==> config.mk <==
export PLATFORM = sky130hd
export DESIGN_NAME = tile_rw_demux_flat
export DESIGN_NICKNAME = d
export VERILOG_FILES = /design/src/logic/tile_addr_pkg.sv /design/src/logic/tile_req_pkg.sv /design/src/logic/tile_req_if.sv /design/src/logic/tile_rw_demux.sv /design/src/flat_wrapper.sv
export VERILOG_INCLUDE_DIRS = /design/src /design/src/logic
export SDC_FILE = /design/constraint.sdc
export NUM_CORES = 1
export LEC_CHECK = 0
export ABC_AREA = 0
export BUFFER_PORTS_ARGS = -buffer_cell sky130_fd_sc_hd__clkbuf_2
export CAP_MARGIN = 40
export CORE_AREA = 2 2 215 217
export DETAILED_ROUTE_END_ITERATION = 6
export DIE_AREA = 0 0 217 219
export GPL_TIMING_DRIVEN = 0
export PLACE_DENSITY = 0.31
export SYNTH_ARGS = -nofsm -noshare
export SYNTH_HDL_FRONTEND = slang
export SYNTH_SLANG_ARGS = --single-unit
==> constraint.sdc <==
create_clock -name vclk -period 0.8
set_input_delay 0.08 -clock vclk [all_inputs]
set_output_delay 0.08 -clock vclk [all_outputs]
set_load 0.005 [all_outputs]
==> src/logic/tile_remote_macros.svh <==
// ~~~~~~~~~~~~~~~~~~~~
// tile remote router sizes, port counts and address field positions
// ~~~~~~~~~~~~~~~~~~~~
`ifndef TILE_REMOTE_MACROS_SVH
`define TILE_REMOTE_MACROS_SVH

// cores and request ports of one tile
`define NUM_CORES    4
`define NUM_RD_PORTS 2
`define NUM_WR_PORTS 2
// port 0 is the local port, then read ports, then write ports
`define NUM_PORTS    (1 + `NUM_RD_PORTS + `NUM_WR_PORTS)

`define ADDR_WIDTH   32
`define DATA_WIDTH   32

// address map below the group field
`define BYTE_OFFSET  2
`define BANK_BITS    4
`define TILE_BITS    2
`define GROUP_BITS   2
`define GROUP_LSB    (`BYTE_OFFSET + `BANK_BITS + `TILE_BITS)

`endif

==> src/logic/tile_addr_pkg.sv <==
// ~~~~~~~~~~~~~~~~~~~~
// tile address map types
// ~~~~~~~~~~~~~~~~~~~~
`include "tile_remote_macros.svh"

package tile_addr_pkg;

  // pre-scramble target address as issued by a core
  // fields from lsb: byte offset, bank, tile, group, upper word bits
  typedef logic [`ADDR_WIDTH-1:0] addr_t;

  // group index, compared against the tile's own group
  typedef logic [`GROUP_BITS-1:0] group_id_t;

endpackage

==> src/logic/tile_req_pkg.sv <==
// ~~~~~~~~~~~~~~~~~~~~
// request payload and routing types
// ~~~~~~~~~~~~~~~~~~~~
`include "tile_remote_macros.svh"

package tile_req_pkg;

  // single word of write data
  typedef logic [`DATA_WIDTH-1:0] data_t;

  // index of the issuing core inside the tile
  typedef logic [$clog2(`NUM_CORES)-1:0] core_idx_t;

  // crossbar output port number
  typedef logic [$clog2(`NUM_PORTS)-1:0] port_sel_t;

  // class of port a request is routed to
  typedef enum logic [1:0] {
    PORT_LOCAL,
    PORT_READ,
    PORT_WRITE
  } port_kind_e;

endpackage

==> src/logic/tile_req_if.sv <==
// ~~~~~~~~~~~~~~~~~~~~
// demuxed core requests, demux to crossbar
// ~~~~~~~~~~~~~~~~~~~~
`timescale 1ns/1ps
`include "tile_remote_macros.svh"

interface tile_req_if
  import tile_addr_pkg::*;
  import tile_req_pkg::*;
();

  // one lane per core
  logic      [`NUM_CORES-1:0] valid;
  logic      [`NUM_CORES-1:0] wen;
  logic      [`NUM_CORES-1:0] amoen;
  addr_t     [`NUM_CORES-1:0] addr;
  data_t     [`NUM_CORES-1:0] data;
  // target port picked by the demux
  port_sel_t [`NUM_CORES-1:0] sel;
  // driven by the crossbar grant logic
  logic      [`NUM_CORES-1:0] ready;

  modport demux (
    output valid, wen, amoen, addr, data, sel,
    input  ready
  );

  modport xbar (
    input  valid, wen, amoen, addr, data, sel,
    output ready
  );

endinterface

==> src/logic/tile_rw_demux.sv <==
// ~~~~~~~~~~~~~~~~~~~~
// read/write demux, picks the target port of every core request
// ~~~~~~~~~~~~~~~~~~~~
`timescale 1ns/1ps
`include "tile_remote_macros.svh"

module tile_rw_demux
  import tile_addr_pkg::*;
  import tile_req_pkg::*;
(
  input  group_id_t                   group_id_i,
  input  logic   [`NUM_CORES-1:0]     core_req_valid_i,
  input  logic   [`NUM_CORES-1:0]     core_req_wen_i,
  input  logic   [`NUM_CORES-1:0]     core_req_amoen_i,
  input  addr_t  [`NUM_CORES-1:0]     core_req_addr_i,
  input  data_t  [`NUM_CORES-1:0]     core_req_wdata_i,
  output logic   [`NUM_CORES-1:0]     core_req_ready_o,
  tile_req_if.demux                   req_o
);

  group_id_t  tgt_group [`NUM_CORES];
  port_kind_e tgt_kind  [`NUM_CORES];

  // classify each request by group match and access kind
  always_comb begin
    for (int c = 0; c < `NUM_CORES; c++) begin
      tgt_group[c] = core_req_addr_i[c][`GROUP_LSB +: `GROUP_BITS];
      if (tgt_group[c] == group_id_i) begin
        tgt_kind[c] = PORT_LOCAL;
      end else if (core_req_wen_i[c] || core_req_amoen_i[c]) begin
        // atomics share the write ports with stores
        tgt_kind[c] = PORT_WRITE;
      end else begin
        tgt_kind[c] = PORT_READ;
      end
    end
  end

  // port 0 local, then the read ports, then the write ports
  always_comb begin
    for (int c = 0; c < `NUM_CORES; c++) begin
      case (tgt_kind[c])
        PORT_LOCAL: req_o.sel[c] = '0;
        PORT_READ:  req_o.sel[c] = port_sel_t'(1 + (c % `NUM_RD_PORTS));
        default:    req_o.sel[c] = port_sel_t'(1 + `NUM_RD_PORTS + (c % `NUM_WR_PORTS));
      endcase
    end
  end

  // payload goes through as issued
  assign req_o.valid = core_req_valid_i;
  assign req_o.wen   = core_req_wen_i;
  assign req_o.amoen = core_req_amoen_i;
  assign req_o.addr  = core_req_addr_i;
  assign req_o.data  = core_req_wdata_i;

  // grant from the crossbar back to the cores
  assign core_req_ready_o = req_o.ready;

endmodule

==> src/flat_wrapper.sv <==
// flat-port wrapper written by rule: the top's interface ports become plain ports
module tile_rw_demux_flat import tile_addr_pkg::*; import tile_req_pkg::*;
  (group_id_i, core_req_valid_i, core_req_wen_i, core_req_amoen_i, core_req_addr_i, core_req_wdata_i, core_req_ready_o, req_o_valid, req_o_wen, req_o_amoen, req_o_addr, req_o_data, req_o_sel, req_o_ready);
  tile_req_if req_o_i ();
  input  group_id_t group_id_i;
  input  logic   [`NUM_CORES-1:0] core_req_valid_i;
  input  logic   [`NUM_CORES-1:0] core_req_wen_i;
  input  logic   [`NUM_CORES-1:0] core_req_amoen_i;
  input  addr_t  [`NUM_CORES-1:0] core_req_addr_i;
  input  data_t  [`NUM_CORES-1:0] core_req_wdata_i;
  output logic   [`NUM_CORES-1:0] core_req_ready_o;
  output wire logic [$bits(req_o_i.valid)-1:0] req_o_valid;
  output wire logic [$bits(req_o_i.wen)-1:0] req_o_wen;
  output wire logic [$bits(req_o_i.amoen)-1:0] req_o_amoen;
  output wire logic [$bits(req_o_i.addr)-1:0] req_o_addr;
  output wire logic [$bits(req_o_i.data)-1:0] req_o_data;
  output wire logic [$bits(req_o_i.sel)-1:0] req_o_sel;
  input wire logic [$bits(req_o_i.ready)-1:0] req_o_ready;
  assign req_o_valid = req_o_i.valid;
  assign req_o_wen = req_o_i.wen;
  assign req_o_amoen = req_o_i.amoen;
  assign req_o_addr = req_o_i.addr;
  assign req_o_data = req_o_i.data;
  assign req_o_sel = req_o_i.sel;
  assign req_o_i.ready = req_o_ready;
  tile_rw_demux u_core (.group_id_i(group_id_i), .core_req_valid_i(core_req_valid_i), .core_req_wen_i(core_req_wen_i), .core_req_amoen_i(core_req_amoen_i), .core_req_addr_i(core_req_addr_i), .core_req_wdata_i(core_req_wdata_i), .core_req_ready_o(core_req_ready_o), .req_o(req_o_i));
endmodule
# Yosys cells after proc, flatten, opt, wreduce, memory -nomap -nowiden
# Index checks and enable logic that the tools add are counted.
# word_totals
ff_bits	0
input_bits	274
elab_cells	28
# op_classes
n_eq_ne	8
muxes	12
reduce_logical	8
# ops
operator	count
$mux 2	8
$pmux 3 s2	2
$eq 2x1->1 const B	4
$eq 2x2->1	4
$logic_not 2->1	4
$pmux 2 s2	2
$logic_or 1x1->1	4

# Logic depth before layout (Yosys ltp)
# Gate-level depths: netlist (run 1).
# depth
ltp_word	5
depth_mapped	3

# Least setup slack after synthesis (run 1)
# OpenSTA, ideal clock, no wires.
# synth_path
path_type	input to output
startpoint	input group_id_i[0]
endpoint	output req_o_sel[1]
t_arrival_ns	0.517
path_slack_ns	0.203
stages	3
path_buffers	1
path_cell_list	clkbuf_2 xnor2_1 a21oi_1
# synth_via
elab_chain_len	4
word_cells_on_any_way	5
# synth_rtl
item	line	source
from (decl)	flat_wrapper.sv:5	input group_id_t group_id_i;
$eq 2x2->1 (*)	tile_rw_demux.sv:28	if (tgt_group[c] == group_id_i) begin
$mux 2 (*)	tile_rw_demux.sv:28	
$eq 2x1->1 / $logic_not 2->1 (equally long branches)	tile_rw_demux.sv:42	case (tgt_kind[c])
$pmux 2 s2 (*)	tile_rw_demux.sv:42	
to (decl)	flat_wrapper.sv:17	output wire logic [$bits(req_o_i.sel)-1:0] req_o_sel;
# Every way passes the cells marked *; elsewhere a longest branch is shown, timed or not.

# Worst setup path in the final report (run 1)
# layout_path
startpoint	input group_id_i[1]
endpoint	output req_o_sel[5]
# layout_via
elab_chain_len	4
word_cells_on_any_way	5
# layout_rtl
item	line
$eq 2x2->1 (*)	tile_rw_demux.sv:28
$mux 2 (*)	tile_rw_demux.sv:28
$eq 2x1->1 / $logic_not 2->1 (equally long branches)	tile_rw_demux.sv:42
$pmux 3 s2 (*)	tile_rw_demux.sv:42
# Marks and branches as above.

==> flow_summary.toml, run 1 <==
[worst_hold_path]
hold_end = "req_o_addr[48]"
hold_class = "primary input to output pin"
min_from = "core_req_addr_i[48]"
min_path_cells = 2

[timing]
rsz0062_at_grt = "true"
fmax_ghz = 1.25
fin_ws_ns = 0.00233
period_share = 0.997
finalSetupViolations = 0
slew_violations = 0
fin_crit_ns = 0.798
finalHoldViolCount = 0

[global_routing]
grt_start_max_net_pins = 5
antenna_found_initial = 2
grt.total_usage = 0.0456
grt_pass1_vias = 2368
overflow = 0
grt_pass1_wl_um = 15400

[synthesis]
synth_area_sq_um = 2210
synth_top_cell_area_share = 0.936
synth_common_cells = "276 x buf_4, 8 x xnor2_1, 4 x a21oi_1, 4 x nor2_1"
syn_area_per_cell_sq_um = 7.40
synthTopCellsByArea = "buf_4 94%, xnor2_1 3.2%, a21oi_1 0.90%, a21boi_1 0.68%, nor2_1 0.68%"
yosys.cell_count.top_type = "buf_4"
ys_types = 8
yosysSeqAreaShare = 0
yosysTopAreaCell = "buf_4"
synthCells = 299
yosys_warnings = 0

[pwr]
p_leak_nw = 2.70
irDropWorstVdd_mv = 0.201
cellPowerDensity_nw_per_um2 = 502

[routing]
wl_per_cell_um = 11.1
vias = 2614
met1_length_um = 3500
wl_met3_um = 2250
drc = 0
drtIter0Drc = 50
top_layer_used = "met4"
viasPerCell = 2.18
drt_pass1_iterations = 4
wl_met2_um = 7390
ant_nets = 0
routed_wirelength_um = 13300

[placement]
preCtsSetupSlack_ns = -0.268
place.gp.congestion = 0.747
post_dp_cell_area_sq_um = 4460
numPortBuffers = 296

[cells_and_area]
final_cell_area_sq_um = 4690
drive_above_1_share = 0.978
seq_area_sq_um = 0
seq_cells = 0
fill_cells = 5276
fin_util = 0.104
area_delta_synth_final_pct = 112
nClkBuffers = 0
finalNetCount = 875

[die]
dieArea_sq_um = 47500
die_y_um = 219
die_w_um = 217
fp.coreArea_sq_um = 45100
start_util = 0.0491
pin_count = 558
std_cell_rows = 78

[setup_path]
arrival_ns = 0.72
crit_path_start_kind = "primary input"
worstPathRequired_ns = 0.72
path_max_fanout = 4
path_class = "primary input to output pin"
cp-end-kind = "output pin"

[run]
maxCapViolations = 0

[clocking]
hold_buffers = 0

[run_status]
status = "completed"
==> final cells by class <==
class / instances / area, sq um / area share
Antenna cell: 2 / 5.00 / 0.00107
Multi-Input combinational cell: 24 / 263 / 0.0560
Tap cell: 600 / 751 / 0.160
Buffer: 278 / 2120 / 0.452
Timing Repair Buffer: 297 / 1550 / 0.331
==> power breakdown <==
group           total [mW]  switching [mW]  leakage (nW)  internal (mW)
sequential               0               0             0              0
clock          0.000000334               0     0.0000127    0.000000334
combinational         2.35           0.837          2.70           1.52
total                 2.35           0.837          2.70           1.52
==> metrics by stage <==
step                      instances  hold slack, ns  setup TNS, ns  power, mW
after CTS                      1199           0.328         -0.117       2.37
final                          1201           0.327              0       2.35
after global placement         1198           0.330         -0.727       2.24
after detailed placement       1198           0.328         -0.709       2.22
after floorplan                 302           0.241              0       1.21
after global routing           1200           0.331         -0.134       2.55
==> how the worst max path moves through the flow <==
| stage | start | endpoint | cells past startpoint |
|---|---|---|---|
| global route | group_id_i[1] | req_o_sel[5] | 4 |
| CTS | group_id_i[1] | req_o_sel[4] | 4 |
| global placement | core_req_amoen_i[1] | req_o_sel[4] | 4 |
| detailed placement | core_req_amoen_i[1] | req_o_sel[4] | 4 |
| floorplan | group_id_i[0] | req_o_sel[1] | 3 |
| finish | group_id_i[1] | req_o_sel[5] | 4 |
==> routing by layer <==
| layer | track usage | vias up |
|---|---|---|
| met2 | 0.0976 | 297 |
| li1 | - | 1223 |
| met5 | 0 | - |
| met3 | 0.0231 | 6 |
| met1 | 0.0377 | 1088 |
| met4 | 0.00297 | 0 |
==> critical path: stages <==
cell and delay (ns):
clkbuf_16 0.15, xnor2_4 0.14, a21oi_2 0.19, buf_8 0.15
==> placed cells by master, fill, tap and decap left out <==
cell type / n
xnor2_2: 2
clkbuf_16: 2
buf_6: 1
a21boi_4: 1
nor2_1: 3
clkbuf_4: 1
xnor2_1: 2
nor2_4: 1
xnor2_4: 4
nand2_1: 2
a21oi_2: 3
clkbuf_8: 1
diode_2: 2
conb_1: 4
buf_8: 4
buf_4: 279
a21boi_1: 1
clkbuf_2: 287
a21oi_1: 1
==> timing repair <==
action,4_1_cts,5_1_grt
setup buffers,1,0
pin swaps,7,4
gates resized for setup,33,13
endpoints found under the setup margin,5,5
==> cell families (layout without fill, tap and decap cells) <==
group	after synthesis	after routing	share of synthesized area
other cells	1	6	0.00169
xor+xnor	8	8	0.0317
compound gates	6	6	0.0158
buf+inv	278	575	0.941
simple gates	6	6	0.0102
No activity file was read; power rests on OpenSTA's default activity.
==> run 2, diff against run 1 <==
--- a/config.mk
+++ b/config.mk
@@ -7,8 +7,8 @@
 export NUM_CORES = 1
 export LEC_CHECK = 0
 export ABC_AREA = 0
-export BUFFER_PORTS_ARGS = -buffer_cell sky130_fd_sc_hd__clkbuf_2
-export CAP_MARGIN = 40
+export BUFFER_PORTS_ARGS = -buffer_cell sky130_fd_sc_hd__buf_2
+export CAP_MARGIN = 0
 export CORE_AREA = 2 2 215 217
 export DETAILED_ROUTE_END_ITERATION = 6
 export DIE_AREA = 0 0 217 219
==> run 2 against run 1 <==
Net effect: power down 1.9%; core utilization down 0.061 points; first-iteration DRC count decreased by 26%; critical path type unchanged; critical endpoint unchanged; largest power group unchanged; highest routed layer unchanged.
==> flow_summary.toml, run 2 (synthesis gave the netlist of run 1 again) <==
[routing]
wl_per_cell_um = 11.2
drtIter0Drc = 37
ant_nets = 0
drc = 0
routed_wirelength_um = 13400
vias = 2637
viasPerCell = 2.20
drt_pass1_iterations = 4

[setup_path]
cp-end-kind = "output pin"
path_cells = "clkbuf_16 > xnor2_4 > a21oi_2 > buf_6"
crit_path_start_kind = "primary input"
cp_slowest_stage_delay_ns = 0.17
path_class = "primary input to output pin"
arrival_ns = 0.71
worstPathRequired_ns = 0.72
crit_slowest_cell = "a21oi_2"
path_max_fanout = 4

[worst_hold_path]
hold_class = "primary input to output pin"
min_path_cells = 2
min_from = "core_req_addr_i[28]"
hold_end = "req_o_addr[28]"

[die]
dieArea_sq_um = 47500
die_y_um = 219
fp.coreArea_sq_um = 45100
die_w_um = 217
start_util = 0.0491
pin_count = 558
std_cell_rows = 78

[timing]
rsz0062_at_grt = "true"
finalHoldViolCount = 0
fin_ws_ns = 0.0146
period_share = 0.982
slew_violations = 0
tns_ns = 0
finalSetupViolations = 0
fin_crit_ns = 0.785
fmax_ghz = 1.27

[cells_and_area]
finalNetCount = 874
seq_cells = 0
fill_cells = 5270
drive_above_1_share = 0.978
multi_input_area_sq_um = 267
nClkBuffers = 0
seq_area_sq_um = 0
layout_commonest_cell = "buf_2"
area_delta_synth_final_pct = 111
mostFrequentLayoutCells = "287 x buf_2, 278 x buf_4, 7 x buf_6, 5 x xnor2_4, 4 x conb_1"

[global_routing]
grt_start_max_net_pins = 5
antenna_found_initial = 3
grt.total_usage = 0.0454
overflow = 0
grt_pass1_vias = 2387
grt_pass1_wl_um = 15300

[run_status]
status = "completed"

[pwr]
irDropWorstVdd_mv = 0.234
cellPowerDensity_nw_per_um2 = 495
p_leak_nw = 2.63

[placement]
numPortBuffers = 296
place.gp.congestion = 0.761
preCtsSetupSlack_ns = -0.155
dp_hpwl_um = 12800

[clocking]
cts_setup_buffers = 0
hold_buffers = 0

[run]
maxCapViolations = 0
[run 2: cell types whose count changed in the layout (fill, tap and decap cells not counted), sizes merged]
cell | previous run | this run
clkbuf | 291 | 1
buf | 284 | 573
[run 2: area by class of cell]
| cell class | instances | share of cell area |
|---|---|---|
| diodes | 2 | 0.00107 |
| plain buffers | 278 | 0.453 |
| multi-input cells | 24 | 0.0571 |
| well taps | 600 | 0.161 |
| repair buffers | 296 | 0.328 |
[run 2: worst max path at each step]
stage,startpoint,endpoint,depth (start not counted)
after global routing,group_id_i[1],req_o_sel[5],4
after CTS,group_id_i[0],req_o_sel[7],4
after detailed placement,group_id_i[1],req_o_sel[7],4
after global placement,core_req_amoen_i[1],req_o_sel[4],4
final,group_id_i[1],req_o_sel[5],4
after floorplan,group_id_i[0],req_o_sel[1],3
[run 2: repair_timing]
| action | 4_1_cts | 5_1_grt |
|---|---|---|
| pin swaps | 6 | 7 |
| cloned | 0 | 0 |
| setup endpoints to repair | 5 | 7 |
| gates resized for setup | 30 | 11 |
[run 2: layer usage]
metal	GRT usage	wire length [um]	vias up
met2	0.0913	7120	299
met4	0.0167	503	0
met3	0.0274	2480	16
met1	0.0343	3290	1101
li1	-	-	1221
met5	0	0	-
[run 2: per-stage QoR]
stage	power [mW]	cell area, sq um	hold WS, ns	util	cells
floorplan	1.21	2220	0.241	-	302
global placement	2.22	4460	0.327	0.0988	1198
detailed placement	2.20	4460	0.326	0.0988	1198
CTS	2.33	4620	0.326	0.102	1198
global route	2.50	4660	0.329	0.103	1199
finish	2.31	4660	0.326	0.103	1200
[run 2: power breakdown]
part | switching [mW] | internal, mW | leakage, nW | total, mW
combinational | 0.809 | 1.50 | 2.63 | 2.31
clock | 0 | 0.000000334 | 0.0000127 | 0.000000334
sequential | 0 | 0 | 0 | 0
[run 2: critical path, delay by kind of cell]
family / cells / cell delay, ns
buf+inv: 2 / 0.31
xor+xnor: 1 / 0.14
compound gates: 1 / 0.17
